## config.mk

```make
export PLATFORM = sky130hd
export DESIGN_NAME = registerFile
export DESIGN_NICKNAME = d
export VERILOG_FILES = /design/src/tscPkg.sv /design/src/registerFile.sv
export SDC_FILE = /design/constraint.sdc
export NUM_CORES = 1
export LEC_CHECK = 0
export ABC_AREA = 1
export BUFFER_PORTS_ARGS = -buffer_cell sky130_fd_sc_hd__buf_2
export CORE_MARGIN = 2
export CORE_UTILIZATION = 33
export CTS_BUF_LIST = sky130_fd_sc_hd__clkbuf_16
export DETAILED_ROUTE_END_ITERATION = 12
export GPL_TIMING_DRIVEN = 0
export PLACE_DENSITY = 0.61
export SLEW_MARGIN = 20
export SYNTH_ARGS = -nofsm -noshare
export SYNTH_HDL_FRONTEND = slang
export SYNTH_SLANG_ARGS = --single-unit
```

## constraint.sdc

```tcl
create_clock -name clk -period 4.1 [get_ports clk]
set_input_delay 0.205 -clock clk [delete_from_list [all_inputs] [get_ports clk]]
set_output_delay 0.205 -clock clk [all_outputs]
set_load 0.02 [all_outputs]
```

## src/tscPkg.sv

```systemverilog
`default_nettype none

package tscPkg;

	localparam int wordWidth   = 16;
	localparam int regIdxWidth = 2;
	localparam int opcodeWidth = 4;
	localparam int funcWidth   = 6;
	localparam int immWidth    = 8;
	localparam int targetWidth = 12;

	// Opcodes in the top nibble
	localparam logic [opcodeWidth-1:0] opBne   = 4'd0;
	localparam logic [opcodeWidth-1:0] opBeq   = 4'd1;
	localparam logic [opcodeWidth-1:0] opBgz   = 4'd2;
	localparam logic [opcodeWidth-1:0] opBlz   = 4'd3;
	localparam logic [opcodeWidth-1:0] opAdi   = 4'd4;
	localparam logic [opcodeWidth-1:0] opOri   = 4'd5;
	localparam logic [opcodeWidth-1:0] opLhi   = 4'd6;
	localparam logic [opcodeWidth-1:0] opLwd   = 4'd7;
	localparam logic [opcodeWidth-1:0] opSwd   = 4'd8;
	localparam logic [opcodeWidth-1:0] opJmp   = 4'd9;
	localparam logic [opcodeWidth-1:0] opJal   = 4'd10;
	localparam logic [opcodeWidth-1:0] opRtype = 4'd15;

	// R-type function field
	localparam logic [funcWidth-1:0] fnAdd = 6'd0;
	localparam logic [funcWidth-1:0] fnSub = 6'd1;
	localparam logic [funcWidth-1:0] fnAnd = 6'd2;
	localparam logic [funcWidth-1:0] fnOrr = 6'd3;
	localparam logic [funcWidth-1:0] fnNot = 6'd4;
	localparam logic [funcWidth-1:0] fnTcp = 6'd5;
	localparam logic [funcWidth-1:0] fnShl = 6'd6;
	localparam logic [funcWidth-1:0] fnShr = 6'd7;
	localparam logic [funcWidth-1:0] fnJpr = 6'd25;
	localparam logic [funcWidth-1:0] fnJrl = 6'd26;

	typedef enum logic [3:0] {
		aluZero, aluAdd, aluSub, aluAnd, aluOr, aluNot, aluTcp, aluShl, aluShr
	} aluOpT;

	typedef enum logic [1:0] {
		wbAlu, wbMem, wbLink, wbUpper
	} wbSelT;

	typedef enum logic [1:0] {
		destRt, destRd, destR2
	} destSelT;

	typedef enum logic [7:0] {
		addrReg0  = 8'h00,
		addrReg1  = 8'h04,
		addrReg2  = 8'h08,
		addrReg3  = 8'h0C,
		addrInstr = 8'h10,
		addrPc    = 8'h14
	} apbAddrT;

	typedef struct packed {
		logic    jump;
		logic    jumpReg;  // Target from rs
		logic    branch;
		logic    memRead;
		logic    memWrite;
		logic    regWrite;
		destSelT destSel;
		wbSelT   wbSel;
		aluOpT   aluOp;
		logic    useImm;   // Second operand is the extended immediate
	} ctrlT;

	typedef struct packed {
		ctrlT                   ctrl;
		logic [opcodeWidth-1:0] opcode;
		logic [regIdxWidth-1:0] rsIdx;
		logic [regIdxWidth-1:0] rtIdx;
		logic [regIdxWidth-1:0] rdIdx;
		logic [immWidth-1:0]    imm;
		logic [targetWidth-1:0] target;
	} decodedT;

	typedef struct packed {
		ctrlT                   ctrl;
		logic [wordWidth-1:0]   aluResult;
		logic [wordWidth-1:0]   storeData;
		logic [regIdxWidth-1:0] destIdx;
		logic [wordWidth-1:0]   nextPc;
		logic [wordWidth-1:0]   upperImm;
	} execT;

endpackage

`default_nettype wire
```

## src/registerFile.sv

```systemverilog
`timescale 1ns/1ns
`default_nettype none

module registerFile (
	input  wire logic                           clk,
	input  wire logic                           rst,
	input  wire logic [tscPkg::regIdxWidth-1:0] rsIdx,
	input  wire logic [tscPkg::regIdxWidth-1:0] rtIdx,
	input  wire logic [tscPkg::regIdxWidth-1:0] hostIdx,
	input  wire logic                           wrEn,
	input  wire logic [tscPkg::regIdxWidth-1:0] wrIdx,
	input  wire logic [tscPkg::wordWidth-1:0]   wrData,
	output logic      [tscPkg::wordWidth-1:0]   rsData,
	output logic      [tscPkg::wordWidth-1:0]   rtData,
	output logic      [tscPkg::wordWidth-1:0]   hostData
);

	localparam int numRegs = 2**tscPkg::regIdxWidth;

	logic [tscPkg::wordWidth-1:0] regs [numRegs];

	assign rsData   = regs[rsIdx];
	assign rtData   = regs[rtIdx];
	assign hostData = regs[hostIdx];  // Host view over APB

	always_ff @(posedge clk) begin
		if (rst) begin
			for (int i = 0; i < numRegs; i++)
				regs[i] <= '0;
		end else if (wrEn) begin
			regs[wrIdx] <= wrData;
		end
	end

endmodule

`default_nettype wire

```

-- Word level (Yosys, flattened, before mapping)
Memory sizes are Yosys's and may differ from the RTL's.
Cells that the tools add are included.
- flip-flop bits (word level): 0
- memory bits (writable): 64
- input bits: 27
- output and inout bits: 48
- memories: 1
- multiplexer cells: 8
- reduce and logical (&&, ||, !) cells: 1
- memories (memory ; words ; width ; rd ports ; clocked after memory_dff ; wr ports ; line ; text):
    regs ; 4 ; 16 ; 3 ; 0 ; 4 ; registerFile.sv:20 ; logic [tscPkg::wordWidth-1:0] regs [numRegs];
- operators with widths (kind ; number):
    two-way mux 16 bit ; 1
    OR reduction 16 bit ; 1
    two-way mux 1 bit ; 6
    two-way mux 2 bit ; 1

-- Longest topological paths before layout
- word-level depth: 5
- gate-level depth with buffers: 6
- gate-level depth less buffers: 4

-- Worst setup path after synthesis
OpenSTA, ideal clock, no wires.
- path type: in2reg
- start: in wrIdx[0] in the netlist's numbering
- end: mem regs[2][0] in the netlist's numbering (enable)
- library setup time: 411 ps
- data arrival time: 1606 ps
- slack: 2083 ps
- stages: 3
- path buffers: 0
- cells stage by stage: inv_1 nand2_1 o21ai_0
- RTL lines (element ; line ; text):
    start: declaration ; registerFile.sv:11 ; input wire logic [tscPkg::regIdxWidth-1:0] wrIdx,
    end: declaration ; registerFile.sv:20 ;

==> results.yml <==
cells_and_area:
  syn2layout_area_growth_pct: 20.8
  num_antenna_cells: 0
  top_register: "regs"
  fillCellCount: 1300
  fin_nets: 707
  seq_area_sq_um: 1920
  drive_gt1_share_pct: 16.9
  largest_reg_flops: 64
  final_util_pct: 41.3
  reg_top3: "regs: 64 flops"
  multi_input_area_sq_um: 1700
synth:
  synth_commonest_cells: "nand2_1, nand3_1, inv_1"
  yosys.cell_count.top_type: "nand2_1"
  ys_ff_latch: 64
  synth-async-reset-ratio_pct: 0
  synth.largest_area_cell: "edfxtp_1"
  synth_edf_count: 64
  seq_area_frac_synth_pct: 46.4
  ys.flop_type: "edfxtp_1"
  syn_inst: 600
  avgSynthCellArea_sq_um: 6.90
  yosysTopAreaCellShare_pct: 46.4
  synth_area_sq_um: 4140
  synth_warnings: 0
  synth.area.top_cells: "edfxtp_1, nand2_1, nand3_1"
  ys_types: 13
  synth.net_count: 627
routing:
  vias: 4238
  first_pass_iters: 7
  wl_mm: 13.9
  wl_met1_mm: 5.76
  met3_length_mm: 1.48
  wl_met2_mm: 6.31
  routed.top_layer: "met4"
  wire_per_inst_um: 16.3
  drc: 0
  ant_nets: 0
  routed_via_density: 4.97
  initialDrtViolationCount: 393
worst_setup_path:
  end_kind: "flip-flop"
  start_kind: "input port"
  arrival_ps: 1650
  critPathMaxFanout: 16
  critical_path_class: "input port to flip-flop"
  required_ps: 4060
sta:
  min_period_over_period_pct: 41.3
  drv_slew: 0
  rsz0062_at_grt: "false"
  finalSetupTns_ps: 0
  hold_viol: 0
  tightest_slew_ps: 898
  relSlewSlack_pct: 40.0
  setup_viol: 0
  fin_crit_ps: 1690
  max_freq_mhz: 591
flow_run:
  max-cap-violations: 0
power_and_ir_drop:
  switching_share_pct: 31.2
  seqPwrFrac_pct: 39.6
  p_int_w: 0.00136
  power.share.clock_pct: 38.6
  vdd_drop_max_mv: 0.229
  comb_power_share_pct: 21.7
  p_per_area_nw_per_um2: 396
  switchingPower_w: 0.000618
  leakage_nw: 2.59
floorplanning:
  fp-row-count: 40
  die_h_um: 116
  ios: 75
  fp.dieW_um: 116
  core_area_sq_um: 12100
  initial_utilization_pct: 34.2
  dieArea_sq_um: 13500
grt:
  grt_pass1_vias: 4191
  antenna_found_initial: 0
  grt-ovfl-total: 0
  grt_max_degree: 17
  grt_pass1_wl_mm: 21.5
  grtUsageTotal_pct: 21.5
clock_tree:
  cts.repair.resized: 0
  post-cts-setup-buffers: 0
  cts_hold_buf: 0
  clock-root-buffer: "clkbuf_16"
  clock_path_buffers: 2
  cts_buffers: 9
  cts.clk_slew.worst_paths_ps: 50
  cts_tree: "done"
  cts_htree_levels: 3
  cts.sinks: 64
placed_design:
  gp_congestion: 0.865
  dp_hpwl_mm: 9.74
  port_buffers: 68
run_status:
  outcome: "finished, final reports clean"
min_path:
  hp-class: "input port to flip-flop"
==> cell usage in the layout (no fill, tap or decap) <==
cell type and count:
buf_2 93, nor2_2 1, nor2_1 48, buf_6 3
nor3_1 16, o21ai_2 1, inv_1 90, clkbuf_16 9
clkbuf_1 6, nand3_1 97, clkinvlp_4 3, buf_1 3
clkinv_2 2, nand2_1 245, nand3_2 2, edfxtp_1 64
inv_6 1, bufinv_16 1
==> critical path, cell delays in order <==
cell and delay, ps:
buf_2 100, inv_1 70, nor2_2 130, nand3_2 230, buf_6 240, nand2_1 670
==> through the flow <==
stage	hold WS (ps)	total power (W)	cells	worst slack, ps	cell area (sq um)
after CTS	207	0.00198	853	2370	5000
after global placement	547	0.00121	836	1110	4690
after detailed placement	555	0.00123	837	2020	4700
after global routing	223	0.00206	853	2300	5000
final	213	0.00198	853	2410	5000
after floorplan	448	0.00108	600	2080	4140
==> routing by layer <==
layer | vias up | track usage, %
met4 | 0 | 10.8
met2 | 259 | 32.9
met5 | - | 0
li1 | 2027 | -
met3 | 34 | 4.86
met1 | 1918 | 28.7
==> power groups by stage <==
stage | combinational, W | clock, W | sequential (W)
after floorplan | 0.000281 | 0 | 0.000794
after global placement | 0.000415 | 0 | 0.000798
after CTS | 0.000429 | 0.000764 | 0.000785
final | 0.000431 | 0.000766 | 0.000785
after detailed placement | 0.000427 | 0 | 0.000798
after global routing | 0.000476 | 0.000791 | 0.000789
==> path summary, 6_finish.rpt <==
kind  startpoint         end  slack, ps  cells after the start
max         wrEn  regs[0][3]       2410                      6
min    wrData[5]  regs[3][5]        210                      3
==> final cells by class <==
type	instances	share of cell area, %
plain buffers	36	3.63
clock buffers	9	4.50
inverters	90	6.76
repair buffers	69	7.03
multi-input cells	410	34.0
flip-flops and latches	64	38.4
well taps	168	4.20
clock inverters	7	1.43
==> logic make-up (layout without fill, tap and decap cells) <==
| family | Yosys count | after routing | synth area share, % |
|---|---|---|---|
| simple gates | 409 | 409 | 40.9 |
| flops | 64 | 64 | 46.4 |
| buf+inv | 126 | 211 | 12.5 |
| compound gates | 1 | 1 | 0.121 |
Power figures use the tool's default switching activity.
