### src/tscPkg.sv
`default_nettype none

package tscPkg;

	localparam int wordWidth   = 16;
	localparam int regIdxWidth = 2;
	localparam int opcodeWidth = 4;
	localparam int funcWidth   = 6;
	localparam int immWidth    = 8;
	localparam int targetWidth = 12;

	// Opcodes in the top nibble
	localparam logic [opcodeWidth-1:0] opBne   = 4'd0;
	localparam logic [opcodeWidth-1:0] opBeq   = 4'd1;
	localparam logic [opcodeWidth-1:0] opBgz   = 4'd2;
	localparam logic [opcodeWidth-1:0] opBlz   = 4'd3;
	localparam logic [opcodeWidth-1:0] opAdi   = 4'd4;
	localparam logic [opcodeWidth-1:0] opOri   = 4'd5;
	localparam logic [opcodeWidth-1:0] opLhi   = 4'd6;
	localparam logic [opcodeWidth-1:0] opLwd   = 4'd7;
	localparam logic [opcodeWidth-1:0] opSwd   = 4'd8;
	localparam logic [opcodeWidth-1:0] opJmp   = 4'd9;
	localparam logic [opcodeWidth-1:0] opJal   = 4'd10;
	localparam logic [opcodeWidth-1:0] opRtype = 4'd15;

	// R-type function field
	localparam logic [funcWidth-1:0] fnAdd = 6'd0;
	localparam logic [funcWidth-1:0] fnSub = 6'd1;
	localparam logic [funcWidth-1:0] fnAnd = 6'd2;
	localparam logic [funcWidth-1:0] fnOrr = 6'd3;
	localparam logic [funcWidth-1:0] fnNot = 6'd4;
	localparam logic [funcWidth-1:0] fnTcp = 6'd5;
	localparam logic [funcWidth-1:0] fnShl = 6'd6;
	localparam logic [funcWidth-1:0] fnShr = 6'd7;
	localparam logic [funcWidth-1:0] fnJpr = 6'd25;
	localparam logic [funcWidth-1:0] fnJrl = 6'd26;

	typedef enum logic [3:0] {
		aluZero, aluAdd, aluSub, aluAnd, aluOr, aluNot, aluTcp, aluShl, aluShr
	} aluOpT;

	typedef enum logic [1:0] {
		wbAlu, wbMem, wbLink, wbUpper
	} wbSelT;

	typedef enum logic [1:0] {
		destRt, destRd, destR2
	} destSelT;

	typedef enum logic [7:0] {
		addrReg0  = 8'h00,
		addrReg1  = 8'h04,
		addrReg2  = 8'h08,
		addrReg3  = 8'h0C,
		addrInstr = 8'h10,
		addrPc    = 8'h14
	} apbAddrT;

	typedef struct packed {
		logic    jump;
		logic    jumpReg;  // Target from rs
		logic    branch;
		logic    memRead;
		logic    memWrite;
		logic    regWrite;
		destSelT destSel;
		wbSelT   wbSel;
		aluOpT   aluOp;
		logic    useImm;   // Second operand is the extended immediate
	} ctrlT;

	typedef struct packed {
		ctrlT                   ctrl;
		logic [opcodeWidth-1:0] opcode;
		logic [regIdxWidth-1:0] rsIdx;
		logic [regIdxWidth-1:0] rtIdx;
		logic [regIdxWidth-1:0] rdIdx;
		logic [immWidth-1:0]    imm;
		logic [targetWidth-1:0] target;
	} decodedT;

	typedef struct packed {
		ctrlT                   ctrl;
		logic [wordWidth-1:0]   aluResult;
		logic [wordWidth-1:0]   storeData;
		logic [regIdxWidth-1:0] destIdx;
		logic [wordWidth-1:0]   nextPc;
		logic [wordWidth-1:0]   upperImm;
	} execT;

endpackage

`default_nettype wire
### src/controlDecoder.sv
`timescale 1ns/1ns
`default_nettype none

module controlDecoder (
	input  wire logic                         clk,
	input  wire logic                         rst,
	input  wire logic                         issueValid,
	input  wire logic [tscPkg::wordWidth-1:0] issueInstr,
	output tscPkg::decodedT                   decoded,
	output logic                              decValid
);

	logic [tscPkg::opcodeWidth-1:0] opcode;
	logic [tscPkg::funcWidth-1:0]   func;
	tscPkg::ctrlT                   ctrl;

	assign opcode = issueInstr[15:12];
	assign func   = issueInstr[5:0];

	always_comb begin
		ctrl = '0;  // Unknown encodings do nothing
		case (opcode)
			tscPkg::opRtype: begin
				case (func)
					tscPkg::fnJpr: begin
						ctrl.jump    = 1'b1;
						ctrl.jumpReg = 1'b1;
					end
					tscPkg::fnJrl: begin
						ctrl.jump     = 1'b1;
						ctrl.jumpReg  = 1'b1;
						ctrl.regWrite = 1'b1;
						ctrl.destSel  = tscPkg::destR2;
						ctrl.wbSel    = tscPkg::wbLink;
					end
					tscPkg::fnAdd, tscPkg::fnSub, tscPkg::fnAnd, tscPkg::fnOrr,
					tscPkg::fnNot, tscPkg::fnTcp, tscPkg::fnShl, tscPkg::fnShr: begin
						ctrl.regWrite = 1'b1;
						ctrl.destSel  = tscPkg::destRd;
						ctrl.wbSel    = tscPkg::wbAlu;
						case (func)
							tscPkg::fnAdd: ctrl.aluOp = tscPkg::aluAdd;
							tscPkg::fnSub: ctrl.aluOp = tscPkg::aluSub;
							tscPkg::fnAnd: ctrl.aluOp = tscPkg::aluAnd;
							tscPkg::fnOrr: ctrl.aluOp = tscPkg::aluOr;
							tscPkg::fnNot: ctrl.aluOp = tscPkg::aluNot;
							tscPkg::fnTcp: ctrl.aluOp = tscPkg::aluTcp;
							tscPkg::fnShl: ctrl.aluOp = tscPkg::aluShl;
							default:       ctrl.aluOp = tscPkg::aluShr;
						endcase
					end
					default: ;
				endcase
			end
			tscPkg::opAdi, tscPkg::opOri: begin
				ctrl.regWrite = 1'b1;
				ctrl.useImm   = 1'b1;
				ctrl.aluOp    = (opcode == tscPkg::opAdi) ? tscPkg::aluAdd : tscPkg::aluOr;
			end
			tscPkg::opLhi: begin
				ctrl.regWrite = 1'b1;
				ctrl.wbSel    = tscPkg::wbUpper;
			end
			tscPkg::opLwd: begin
				ctrl.memRead  = 1'b1;
				ctrl.regWrite = 1'b1;
				ctrl.wbSel    = tscPkg::wbMem;
				ctrl.aluOp    = tscPkg::aluAdd;  // Address is rs + imm
				ctrl.useImm   = 1'b1;
			end
			tscPkg::opSwd: begin
				ctrl.memWrite = 1'b1;
				ctrl.aluOp    = tscPkg::aluAdd;
				ctrl.useImm   = 1'b1;
			end
			tscPkg::opBne, tscPkg::opBeq, tscPkg::opBgz, tscPkg::opBlz:
				ctrl.branch = 1'b1;
			tscPkg::opJmp:
				ctrl.jump = 1'b1;
			tscPkg::opJal: begin
				ctrl.jump     = 1'b1;
				ctrl.regWrite = 1'b1;
				ctrl.destSel  = tscPkg::destR2;
				ctrl.wbSel    = tscPkg::wbLink;
			end
			default: ;
		endcase
	end

	always_ff @(posedge clk) begin
		if (rst)
			decValid <= 1'b0;
		else
			decValid <= issueValid;
	end

	always_ff @(posedge clk) begin
		if (issueValid) begin
			decoded.ctrl   <= ctrl;
			decoded.opcode <= opcode;
			decoded.rsIdx  <= issueInstr[11:10];
			decoded.rtIdx  <= issueInstr[9:8];
			decoded.rdIdx  <= issueInstr[7:6];
			decoded.imm    <= issueInstr[7:0];
			decoded.target <= issueInstr[11:0];
		end
	end

endmodule

`default_nettype wire

### config.mk
export PLATFORM = sky130hd
export DESIGN_NAME = controlDecoder
export DESIGN_NICKNAME = d
export VERILOG_FILES = /design/src/tscPkg.sv /design/src/controlDecoder.sv
export SDC_FILE = /design/constraint.sdc
export NUM_CORES = 1
export LEC_CHECK = 0
export ABC_AREA = 1
export BUFFER_PORTS_ARGS = -buffer_cell sky130_fd_sc_hd__buf_2
export CAP_MARGIN = 40
export CORE_MARGIN = 1.5
export CORE_UTILIZATION = 45
export CTS_CLUSTER_SIZE = 12
export DETAILED_ROUTE_END_ITERATION = 8
export PLACE_DENSITY = 0.78
export REMOVE_ABC_BUFFERS = 1
export SYNTH_ARGS = -nofsm -noshare
export SYNTH_HDL_FRONTEND = slang
export SYNTH_SLANG_ARGS = --single-unit
### constraint.sdc
create_clock -name clk -period 0.9 [get_ports clk]
set_input_delay 0.045 -clock clk [delete_from_list [all_inputs] [get_ports clk]]
set_output_delay 0.045 -clock clk [all_outputs]
set_load 0.02 [all_outputs]
### Word level (Yosys, flattened, before mapping)

Cells that the tools add are included.

* flip-flop bits (word level): 46
* output and inout port bits: 46
* word-level logic and storage cells: 61

* equality and inequality tests: 20
* mux-type cells: 14
* reduce and logical (&&, ||, !) cells: 10

Operators by type and width (number)
* $pmux W4 S7: 1
* $eq A6 B3 Y1 const B: 4
* $eq A4 B3 Y1 const B: 4
* $eq A4 B4 Y1 const B: 4
* $eq A6 B2 Y1 const B: 2
* $eq A6 B5 Y1 const B: 2
* $pmux W4 S3: 1
* $pmux W5 S2: 1
* $eq A4 B2 Y1 const B: 2
* $pmux W2 S4: 1
* $reduce_or A2 Y1: 4
* $reduce_or A4 Y1: 2
* $reduce_or A8 Y1: 1
* $eq A6 B1 Y1 const B: 1
* $logic_not A6 Y1: 1
* $reduce_or A5 Y1: 1
* $eq A4 B1 Y1 const B: 1
* $logic_not A4 Y1: 1
* $mux W1: 4
* $mux W4: 1
* $pmux W1 S2: 2
* $pmux W2 S2: 1
* $mux W3: 1
* $mux W2: 1

### Longest topological paths before layout

* depth after elaboration: 4
* gate-level depth with buffers: 6
* gate-level depth less buffers: 6

### Worst setup path before layout

Ideal clock, no wire load.

* path kind: input port to flip-flop
* from: input port issueInstr[5] in the netlist's numbering
* to: register decoded[34] in the netlist's numbering (data pin)
* data arrival time: 0.493 ns
* data required time: 0.646 ns
* path slack: 0.153 ns
* cell stages on the path: 4
* cell sequence: nor2_1 > nand2_1 > a21oi_1 > nor2_1

RTL lines
* start, declared: RTL line controlDecoder.sv:8 `input wire logic [tscPkg::wordWidth-1:0] issueInstr,`
* end, declared: RTL line controlDecoder.sv:9 `output tscPkg::decodedT decoded,`

### Final worst setup path

* from: register decoded[17] in the netlist's numbering
* to: output port decoded[17] in the netlist's numbering

No word-level cell between the ends.

==> results.json <==
{
  "outcome": "complete, but fails checks",
  "violations": "negative setup slack",
  "grt_max_degree": 33,
  "antenna_cells": 0,
  "cts.path.max_buffers": 2,
  "core_area_um2": 2780,
  "dr.pass1.iters": 4,
  "end_kind": "output pin",
  "cts_tree": "built",
  "drcViolationCount": 0,
  "cts-buffers-inserted": 5,
  "required_ns": 0.85,
  "yosysWarnings": 0,
  "gp_congestion": 0.743,
  "grt_usage_pct": 18.7,
  "fmax_mhz": 1010,
  "drv_cap": 0,
  "grt_setup_unrepaired": "yes",
  "grt_pass1_wl_mm": 4.51,
  "initialDrtViolationCount": 46,
  "setup.worst_path.start_class": "flip-flop",
  "syn_area_um2": 1330,
  "p_total_mw": 3.60,
  "portBuffers": 64,
  "yosysSeqAreaShare_pct": 71.4,
  "nNetsFinal": 203,
  "cp_slowest_cell": "edfxtp_1",
  "drive_gt1_share_pct": 42.7,
  "min_period_ns": 0.993,
  "clk_pin_slew_worst_paths_ns": 0.10,
  "layout_setup_ws_ns": -0.0927,
  "postSynthAreaPerCell_um2": 12.4,
  "cts.sinks": 32,
  "power_density_nw_per_um2": 1760,
  "ys_seq_elements": 32,
  "finalHoldViolCount": 0,
  "boundaryPins": 65,
  "worst_pin_slew_ns": 0.238,
  "path_class": "flip-flop to output pin",
  "rows": 19,
  "grt-ovfl-total": 0,
  "cts-htree-levels": 2,
  "slew-limit-headroom_pct": 84.0,
  "setup_viol": 41,
  "viasPerCell": 5.10,
  "fillers": 176,
  "grt_pass1_vias": 1001,
  "ant_nets": 0,
  "cp_num_buf_inv": 1,
  "finalWirelength_mm": 3.21,
  "initial_utilization_pct": 47.9,
  "path_cells": "buf_6",
  "die_x_um": 57.4,
  "synth_cell_types": 16,
  "hold_class": "primary input to flip-flop",
  "grt_antenna_before_repair": 0,
  "path_delay_family": "flip-flops",
  "avgRoutedWirePerCell_um": 14.9,
  "timing.hold.ws_ns": 0.0366,
  "peakVddDrop_uv": 1670,
  "syn2layout_area_growth_pct": 53.9,
  "path_max_fanout": 2,
  "post_cts_buffers": 0,
  "hpwl_mm": 1.83,
  "netlist_instances": 107,
  "p_leak_nw": 0.935,
  "fp.dieH_um": 57.4,
  "slew_violations": 0,
  "vias": 1102,
  "slowest_delay_ns": 0.45,
  "die_area_um2": 3290,
  "period_share_pct": 110,
  "critPathArrivalTime_ns": 0.95,
  "clock_tree.root_cell": "clkbuf_4"
}
through the flow:
| stage | setup TNS [ns] | setup slack (ns) | util, % | instance area [um^2] | std cells |
|---|---|---|---|---|---|
| detailed placement | -0.0582 | -0.0513 | 58.3 | 1620 | 191 |
| global placement | 0 | 0.0342 | 58.3 | 1620 | 191 |
| floorplan | 0 | 0.153 | - | 1230 | 93 |
| global route | -3.79 | -0.120 | 73.6 | 2050 | 216 |
| CTS | -1.71 | -0.0731 | 68.9 | 1920 | 216 |
| finish | -1.80 | -0.0927 | 73.6 | 2050 | 216 |
sequential cells by signal, summed over array words and instances, names as in the netlist:
| signal | cells |
|---|---|
| decValid | 1 |
| decoded | 31 |
cell usage after synthesis:
master / count / share of area, %
a21oi_1: 2 / 0.75
a31oi_1: 1 / 0.47
buf_4: 14 / 7.9
dfxtp_1: 1 / 1.5
edfxtp_1: 31 / 70
inv_1: 12 / 3.4
nand2_1: 15 / 4.2
nand2_2: 1 / 0.47
nand3_1: 8 / 3.0
nand3_2: 1 / 0.75
nand4_1: 1 / 0.47
nor2_1: 14 / 3.9
nor2_2: 2 / 0.94
nor2_4: 1 / 0.85
o21ai_1: 2 / 0.75
xnor2_1: 1 / 0.66
metal layers:
layer / routed length [um] / track usage [%]
met5: 0 / 0
met1: 1100 / 20.2
met2: 1690 / 31.2
met4: 127 / 11.6
met3: 290 / 6.58
cells in the final DEF (no fill, tap or decap), types with 5 or more instances in the layout:
cell / netlist / layout
nand3_1: 8 / 8
clkbuf_4: 0 / 5
nand2_1: 15 / 15
nor2_1: 14 / 14
dlygate4sd3_1: 0 / 17
buf_6: 0 / 29
edfxtp_1: 31 / 31
inv_1: 12 / 12
buf_2: 0 / 35
worst paths after layout:
path | from | end | slack, ns | cells after the start
min | issueInstr[14] | decoded[42] | 0.04 | 2
max | decoded[17] | decoded[17] | -0.09 | 1
cell families after synthesis:
family | share of synthesized area (%)
AOI/OAI and AO/OA | 1.97
and+or+nand+nor | 14.7
DFF | 71.4
xor gates and xnor gates | 0.658
buffers and inverters | 11.3
what timing repair did:
action                                  CTS  global route
endpoints found under the setup margin   45            45
hold buffers                             17             0
hold endpoints to repair                 17             0
resized for setup                        16            42
report_power, final:
part / internal [mW] / leakage (nW) / total, mW / switching [mW]
Sequential: 1.75 / 0.308 / 1.81 / 0.0608
Clock: 0.582 / 0.0422 / 1.06 / 0.475
Combinational: 0.333 / 0.585 / 0.728 / 0.395
Total: 2.67 / 0.935 / 3.60 / 0.931
cell type report:
class,instances,area (um^2),share of cell area (%)
multi-input combinational,49,230,11.2
sequential,32,951,46.4
inverter,12,45.0,2.20
clock buffer,6,41.3,2.02
timing repair buffer,84,707,34.5
tap,31,38.8,1.89
clock inverter,2,35.0,1.71
(Power assumes the default switching activity.)
