[src/tscPkg.sv]
`default_nettype none

package tscPkg;

	localparam int wordWidth   = 16;
	localparam int regIdxWidth = 2;
	localparam int opcodeWidth = 4;
	localparam int funcWidth   = 6;
	localparam int immWidth    = 8;
	localparam int targetWidth = 12;

	// Opcodes in the top nibble
	localparam logic [opcodeWidth-1:0] opBne   = 4'd0;
	localparam logic [opcodeWidth-1:0] opBeq   = 4'd1;
	localparam logic [opcodeWidth-1:0] opBgz   = 4'd2;
	localparam logic [opcodeWidth-1:0] opBlz   = 4'd3;
	localparam logic [opcodeWidth-1:0] opAdi   = 4'd4;
	localparam logic [opcodeWidth-1:0] opOri   = 4'd5;
	localparam logic [opcodeWidth-1:0] opLhi   = 4'd6;
	localparam logic [opcodeWidth-1:0] opLwd   = 4'd7;
	localparam logic [opcodeWidth-1:0] opSwd   = 4'd8;
	localparam logic [opcodeWidth-1:0] opJmp   = 4'd9;
	localparam logic [opcodeWidth-1:0] opJal   = 4'd10;
	localparam logic [opcodeWidth-1:0] opRtype = 4'd15;

	// R-type function field
	localparam logic [funcWidth-1:0] fnAdd = 6'd0;
	localparam logic [funcWidth-1:0] fnSub = 6'd1;
	localparam logic [funcWidth-1:0] fnAnd = 6'd2;
	localparam logic [funcWidth-1:0] fnOrr = 6'd3;
	localparam logic [funcWidth-1:0] fnNot = 6'd4;
	localparam logic [funcWidth-1:0] fnTcp = 6'd5;
	localparam logic [funcWidth-1:0] fnShl = 6'd6;
	localparam logic [funcWidth-1:0] fnShr = 6'd7;
	localparam logic [funcWidth-1:0] fnJpr = 6'd25;
	localparam logic [funcWidth-1:0] fnJrl = 6'd26;

	typedef enum logic [3:0] {
		aluZero, aluAdd, aluSub, aluAnd, aluOr, aluNot, aluTcp, aluShl, aluShr
	} aluOpT;

	typedef enum logic [1:0] {
		wbAlu, wbMem, wbLink, wbUpper
	} wbSelT;

	typedef enum logic [1:0] {
		destRt, destRd, destR2
	} destSelT;

	typedef enum logic [7:0] {
		addrReg0  = 8'h00,
		addrReg1  = 8'h04,
		addrReg2  = 8'h08,
		addrReg3  = 8'h0C,
		addrInstr = 8'h10,
		addrPc    = 8'h14
	} apbAddrT;

	typedef struct packed {
		logic    jump;
		logic    jumpReg;  // Target from rs
		logic    branch;
		logic    memRead;
		logic    memWrite;
		logic    regWrite;
		destSelT destSel;
		wbSelT   wbSel;
		aluOpT   aluOp;
		logic    useImm;   // Second operand is the extended immediate
	} ctrlT;

	typedef struct packed {
		ctrlT                   ctrl;
		logic [opcodeWidth-1:0] opcode;
		logic [regIdxWidth-1:0] rsIdx;
		logic [regIdxWidth-1:0] rtIdx;
		logic [regIdxWidth-1:0] rdIdx;
		logic [immWidth-1:0]    imm;
		logic [targetWidth-1:0] target;
	} decodedT;

	typedef struct packed {
		ctrlT                   ctrl;
		logic [wordWidth-1:0]   aluResult;
		logic [wordWidth-1:0]   storeData;
		logic [regIdxWidth-1:0] destIdx;
		logic [wordWidth-1:0]   nextPc;
		logic [wordWidth-1:0]   upperImm;
	} execT;

endpackage

`default_nettype wire
[src/resultStage.sv]
`timescale 1ns/1ns
`default_nettype none

module resultStage #(
	parameter int memDepthLog2 = 8
) (
	input  wire logic                           clk,
	input  wire logic                           rst,
	input  wire tscPkg::execT                   exec,
	input  wire logic                           execValid,
	input  wire logic                           pcLoad,
	input  wire logic [tscPkg::wordWidth-1:0]   pcLoadValue,
	output logic                                wrEn,
	output logic      [tscPkg::regIdxWidth-1:0] wrIdx,
	output logic      [tscPkg::wordWidth-1:0]   wrData,
	output logic      [tscPkg::wordWidth-1:0]   pc,
	output logic                                retire
);

	logic [tscPkg::wordWidth-1:0] mem [2**memDepthLog2];
	logic [memDepthLog2-1:0]      memIdx;
	logic [tscPkg::wordWidth-1:0] memData;

	assign memIdx  = exec.aluResult[memDepthLog2-1:0];  // Wraps at memory depth
	assign memData = exec.ctrl.memRead ? mem[memIdx] : '0;

	assign wrEn  = execValid & exec.ctrl.regWrite;
	assign wrIdx = exec.destIdx;

	always_comb begin
		case (exec.ctrl.wbSel)
			tscPkg::wbMem:   wrData = memData;
			tscPkg::wbLink:  wrData = pc + 16'd1;  // PC still holds this instruction
			tscPkg::wbUpper: wrData = exec.upperImm;
			default:         wrData = exec.aluResult;
		endcase
	end

	always_ff @(posedge clk) begin
		if (execValid && exec.ctrl.memWrite)
			mem[memIdx] <= exec.storeData;
	end

	// Retiring instruction wins over a host load
	always_ff @(posedge clk) begin
		if (rst)
			pc <= '0;
		else if (execValid)
			pc <= exec.nextPc;
		else if (pcLoad)
			pc <= pcLoadValue;
	end

	always_ff @(posedge clk) begin
		if (rst)
			retire <= 1'b0;
		else
			retire <= execValid;
	end

endmodule

`default_nettype wire

[config.mk]
export PLATFORM = sky130hd
export DESIGN_NAME = resultStage
export DESIGN_NICKNAME = d
export VERILOG_FILES = /design/src/tscPkg.sv /design/src/resultStage.sv
export SDC_FILE = /design/constraint.sdc
export NUM_CORES = 2
export LEC_CHECK = 0
export BUFFER_PORTS_ARGS = -buffer_cell sky130_fd_sc_hd__buf_2
export CAP_MARGIN = 40
export CORE_AREA = 3 3 633 635
export CTS_CLUSTER_DIAMETER = 150
export DETAILED_ROUTE_END_ITERATION = 8
export DIE_AREA = 0 0 636 638
export PLACE_DENSITY = 0.56
export SYNTH_ARGS = -nofsm -noshare
export SYNTH_HDL_FRONTEND = slang
export SYNTH_SLANG_ARGS = --single-unit
[constraint.sdc]
create_clock -name clk -period 4.7 [get_ports clk]
set_input_delay 0.94 -clock clk [delete_from_list [all_inputs] [get_ports clk]]
set_output_delay 0.94 -clock clk [all_outputs]
set_load 0.02 [all_outputs]
## After elaboration in Yosys (flattened, before gate mapping)

Memories as Yosys holds them, arrays and structs flattened.
Index checks and enable logic that the tools add are counted.

| storage, ports and cells | value |
|---|---|
| register bits after elaboration | 17 |
| RAM bits | 4096 |
| input bits | 101 |
| output and inout port bits | 36 |
| memories kept | 1 |

| operators by class | value |
|---|---|
| add/sub/neg operators | 1 |
| equality and inequality tests | 3 |
| mux-type cells | 6 |
| bitwise logic cells | 1 |
| reduce and logical (&&, ||, !) cells | 2 |

Memory list:

| memory | depth | width | rd ports | clocked after Yosys merged registers in | write ports | RTL line | source |
|---|---|---|---|---|---|---|---|
| mem | 256 | 16 | 1 | 0 | 1 | resultStage.sv:20 | `logic [tscPkg::wordWidth-1:0] mem [2**memDepthLog2];` |

Operator list:

| operator | number |
|---|---|
| $mux 16 | 3 |
| $pmux 16 s3 | 1 |
| $add 16x1->16 const B | 1 |
| $eq 2x2->1 const B | 2 |
| $eq 2x1->1 const B | 1 |
| $mux 1 | 2 |
| $reduce_bool 2->1 | 1 |
| $and 1x1->1 | 1 |
| $logic_and 1x1->1 | 1 |

## Depth between registers and ports, before layout

| logic depth | value |
|---|---|
| depth after elaboration | 3 |
| mapped depth | 14 |

## Worst setup path after synthesis

No wires, ideal clock.

| timing path | value |
|---|---|
| path type | in2out |
| from | input exec[51] (netlist name) |
| to | output wrData[6] (netlist name) |
| arrival | 3.449 ns |
| data required time | 3.760 ns |
| slack | 0.311 ns |
| stages on the path | 11 |
| path buffers | 6 |
| cells stage by stage | buf_4 buf_4 buf_2 buf_2 buf_2 buf_2 mux4_2 a22oi_1 a21oi_1 nor4_1 o41ai_1 |

| on the way | value |
|---|---|
| cells in the longest elaborated chain, start to end | 3 |

Ends and longest elaborated chain:

| element | RTL line | source |
|---|---|---|
| start: declaration | resultStage.sv:9 | `input wire tscPkg::execT exec,` |
| $mem_v2 256x16 | n/a |  |
| $mux 16 | resultStage.sv:25 | `assign memData = exec.ctrl.memRead ? mem[memIdx] : '0;` |
| $pmux 16 s3 | resultStage.sv:31 | `case (exec.ctrl.wbSel)` |
| end: declaration | resultStage.sv:15 | `output logic [tscPkg::wordWidth-1:0] wrData,` |

No other way between the ends.

## Final worst setup path

| timing path | value |
|---|---|
| from | input exec[50] (netlist name) |
| to | output wrData[12] (netlist name) |

The elaborated chain is that of the path after synthesis.

==> results.sh <==
export IMPL_run_status="finished, violations left"
export IMPL_violations="setup timing"
export IMPL_syn_to_final_growth_pct=22.1
export IMPL_p_switching_mw=17.2
export IMPL_async_flop_share_pct=0
export IMPL_io_buffer_count=122
export IMPL_reg2reg_slack_ns=3.77
export IMPL_slowest_delay_ns=0.59
export IMPL_avgSynthCellArea_um2=21.9
export IMPL_p_clk_share_pct=41.8
export IMPL_arrival_ns=3.89
export IMPL_relSlewSlack_pct=7.84
export IMPL_rsz0062_at_grt="true"
export IMPL_ir_worst_vdd_v=0.000313
export IMPL_ys_ff_latch=4113
export IMPL_hold_path_class="primary input to flop"
export IMPL_via_per_inst=5.76
export IMPL_slew_violations=0
export IMPL_tns_ns=-1.22
export IMPL_cts_root_buf="clkbuf_16"
export IMPL_yosysWarnings=0
export IMPL_floorplan_initialDensity_pct=40.0
export IMPL_netlist_cell_type_count=69
export IMPL_crit_path_max_fanout=12
export IMPL_grt_overflow_total=0
export IMPL_post_drt_wl_per_cell_um=32.7
export IMPL_max_slew_worst_pin_slew_ns=1.38
export IMPL_timing_final_crit_share_pct=103
export IMPL_grt_first_pass_wirelength_mm=658
export IMPL_crit_top_cell="buf_16"
export IMPL_ys_top_cells_by_area="edfxtp_1, mux4_2, mux2i_1"
export IMPL_p_total_mw=78.1
export IMPL_die_area_mm2=0.406
export IMPL_clk_pin_slew_ns=0.06
export IMPL_num_fill_cells=31900
export IMPL_rows=231
export IMPL_track_usage_pct=22.9
export IMPL_setup_violations=14
export IMPL_worstPathCellList="buf_16, buf_16, buf_16, buf_12, buf_16, mux4_2, mux4_2, a21oi_2, nand4_1, a31o_4, buf_6"
export IMPL_synth_top_area_share_pct=77.8
export IMPL_p_sw_share_pct=22.0
export IMPL_drt_initial_drc_count=10600
export IMPL_antenna_found_initial=16
export IMPL_die_y_um=638
export IMPL_pre_cts_ws_ns=-1.08
export IMPL_dpl_cell_count=13400
export IMPL_postRouteAntennaNets=0
export IMPL_fin_nets=8889
export IMPL_yosys_top_cells_count="edfxtp_1, mux4_2, nor2_1"
export IMPL_crit_required_ns=3.76
export IMPL_htreeDepth=5
export IMPL_cp_slowest_cell="mux4_2"
export IMPL_synthesis_area_mm2=0.158
export IMPL_synth_most_common_cell="edfxtp_1"
export IMPL_p_seq_share_pct=51.7
export IMPL_dieWidth_um=636
export IMPL_crit_path_start_kind="primary input"
export IMPL_fin_util_pct=48.8
export IMPL_drive_above_1_share_pct=38.1
export IMPL_synth_edf_count=4096
export IMPL_combinationalPowerShare_pct=6.5
export IMPL_cts_max_path_buffers=4
export IMPL_power_leakage_nw=63.0
export IMPL_synth_nets=7329
export IMPL_cp_end_kind="output port"
export IMPL_dp_hpwl_mm=299
export IMPL_internal_power_mw=61.0
export IMPL_vias=82800
export IMPL_critPathTopFamily="multiplexers"
export IMPL_num_io_pins=137
export IMPL_fmax_mhz=207
export IMPL_critPathKind="primary input to output port"
export IMPL_grt_pass1_vias=83000
export IMPL_drc=0
export IMPL_design_core_area_mm2=0.396
export IMPL_routabilityCongestion=0.861
export IMPL_fin_cells=14400
export IMPL_numCtsBuffers=427
export IMPL_cts_tree="done"
export IMPL_first_pass_iters=7
export IMPL_clk_latency_ns=0.98
export IMPL_synth_cells=7227
export IMPL_worst_slack_ns=-0.135
export IMPL_hold_violations=0
export IMPL_grt_max_degree=140
export IMPL_critPathBufInv=6
export IMPL_cts_sinks=4113
export IMPL_clock_skew_ns=0
export IMPL_seq_area_frac_synth_pct=78.0
export IMPL_min_period_ns=4.83
export IMPL_routed_wl_mm=471
export IMPL_cap_violations=0
export IMPL_power_density_mw_per_mm2=405
export IMPL_yosys_area_top_type="edfxtp_1"
export IMPL_synth_ff_type="edfxtp_1"
export IMPL_cts_hold_buf=0
-- area by class of cell --
type / instances / area (µm²) / share of cell area (%)
well taps: 5242 / 6560 / 3.40
clock inverters: 269 / 2390 / 1.24
diodes: 9 / 22.5 / 0.0117
clock buffers: 512 / 11000 / 5.71
repair buffers: 1560 / 15400 / 7.97
inverters: 7 / 33.8 / 0.0175
multi-input cells: 2678 / 34400 / 17.8
flip-flops and latches: 4113 / 123000 / 63.9
-- worst min-delay path, delay by kind of cell --
| kind | cells | cell delay, ns |
|---|---|---|
| simple gates | 1 | 0.07 |
| buf+inv | 1 | 0.08 |
| compound gates | 1 | 0.05 |
-- state kept, by name (all words and copies together), names as in the netlist --
name / cells
retire: 1
mem: 4096
pc: 16
-- stage by stage --
stage / instance area [µm²] / hold slack [ns]
after floorplan: 158000 / 0.747
after global placement: 175000 / 0.674
after detailed placement: 175000 / 0.677
after CTS: 193000 / 0.112
after global routing: 193000 / 0.155
final: 193000 / 0.187
-- cell usage in the layout, fill, tap and decap left out, types with 11 or more instances in the layout --
cell / n
nor2_2: 138
a21oi_1: 137
mux2i_1: 294
buf_12: 167
a31oi_1: 24
a211oi_1: 11
nand3_1: 35
bufbuf_16: 12
nor2_1: 231
o221ai_1: 61
o21ai_0: 29
o22ai_1: 16
clkbuf_1: 84
o21ai_1: 16
dfxtp_1: 17
o211ai_1: 21
buf_6: 97
a22oi_1: 175
clkinv_1: 114
buf_16: 44
buf_8: 30
edfxtp_1: 4096
nand4_1: 15
a22oi_2: 30
mux2_2: 66
buf_4: 1122
a221oi_1: 17
bufinv_16: 32
clkinv_2: 81
mux4_2: 923
clkbuf_16: 430
nand2_2: 20
a22o_1: 55
nand2_1: 109
a21oi_2: 13
buf_2: 85
-- layer usage --
| metal | vias up | track usage (%) | wire length (µm) |
|---|---|---|---|
| met5 | - | 0 | 27 |
| met4 | 4 | 8.58 | 19700 |
| met3 | 652 | 3.45 | 34900 |
| met2 | 3496 | 36.9 | 226000 |
| met1 | 44900 | 31.8 | 190000 |
| li1 | 33800 | - | - |
-- logic make-up (layout without fill, tap and decap cells) --
kind of cell | Yosys count | after routing | share of synthesized area, %
XOR/XNOR | 11 | 11 | 0.0609
other | 0 | 9 | 0
adder cells (fa/ha/maj) | 1 | 1 | 0.00791
AO/OA/AOI/OAI | 711 | 711 | 3.17
flip-flops | 4113 | 4113 | 78.0
buffers and inverters | 437 | 2348 | 1.43
AND/OR/NAND/NOR | 661 | 662 | 1.79
multiplexers | 1293 | 1293 | 15.6
-- timing repair --
item / 4_1_cts / 5_1_grt
pin swaps: 82 / 51
buffers inserted: 146 / 24
cloned: 30 / 2
gates resized for setup: 400 / 81
endpoints found under the hold margin: 0 / 0
setup endpoints to repair: 16 / 16
-- final timing paths --
path	cells after the start	end	startpoint
worst min register to register	4	pc[15]	pc[15]
worst max register to register	4	pc[13]	pc[13]
worst min-delay path	3	pc[15]	exec[31]
worst max-delay path	11	wrData[12]	exec[50]
-- power groups by stage --
| stage | clock (mW) | combinational, mW | sequential [mW] |
|---|---|---|---|
| after floorplan | 0 | 1.86 | 41.2 |
| after CTS | 33.2 | 5.01 | 40.4 |
| after global placement | 0 | 4.47 | 41.2 |
| final | 32.7 | 5.04 | 40.4 |
| after detailed placement | 0 | 4.54 | 41.2 |
| after global routing | 34.6 | 5.22 | 40.4 |
Power figures use the tool's default switching activity.
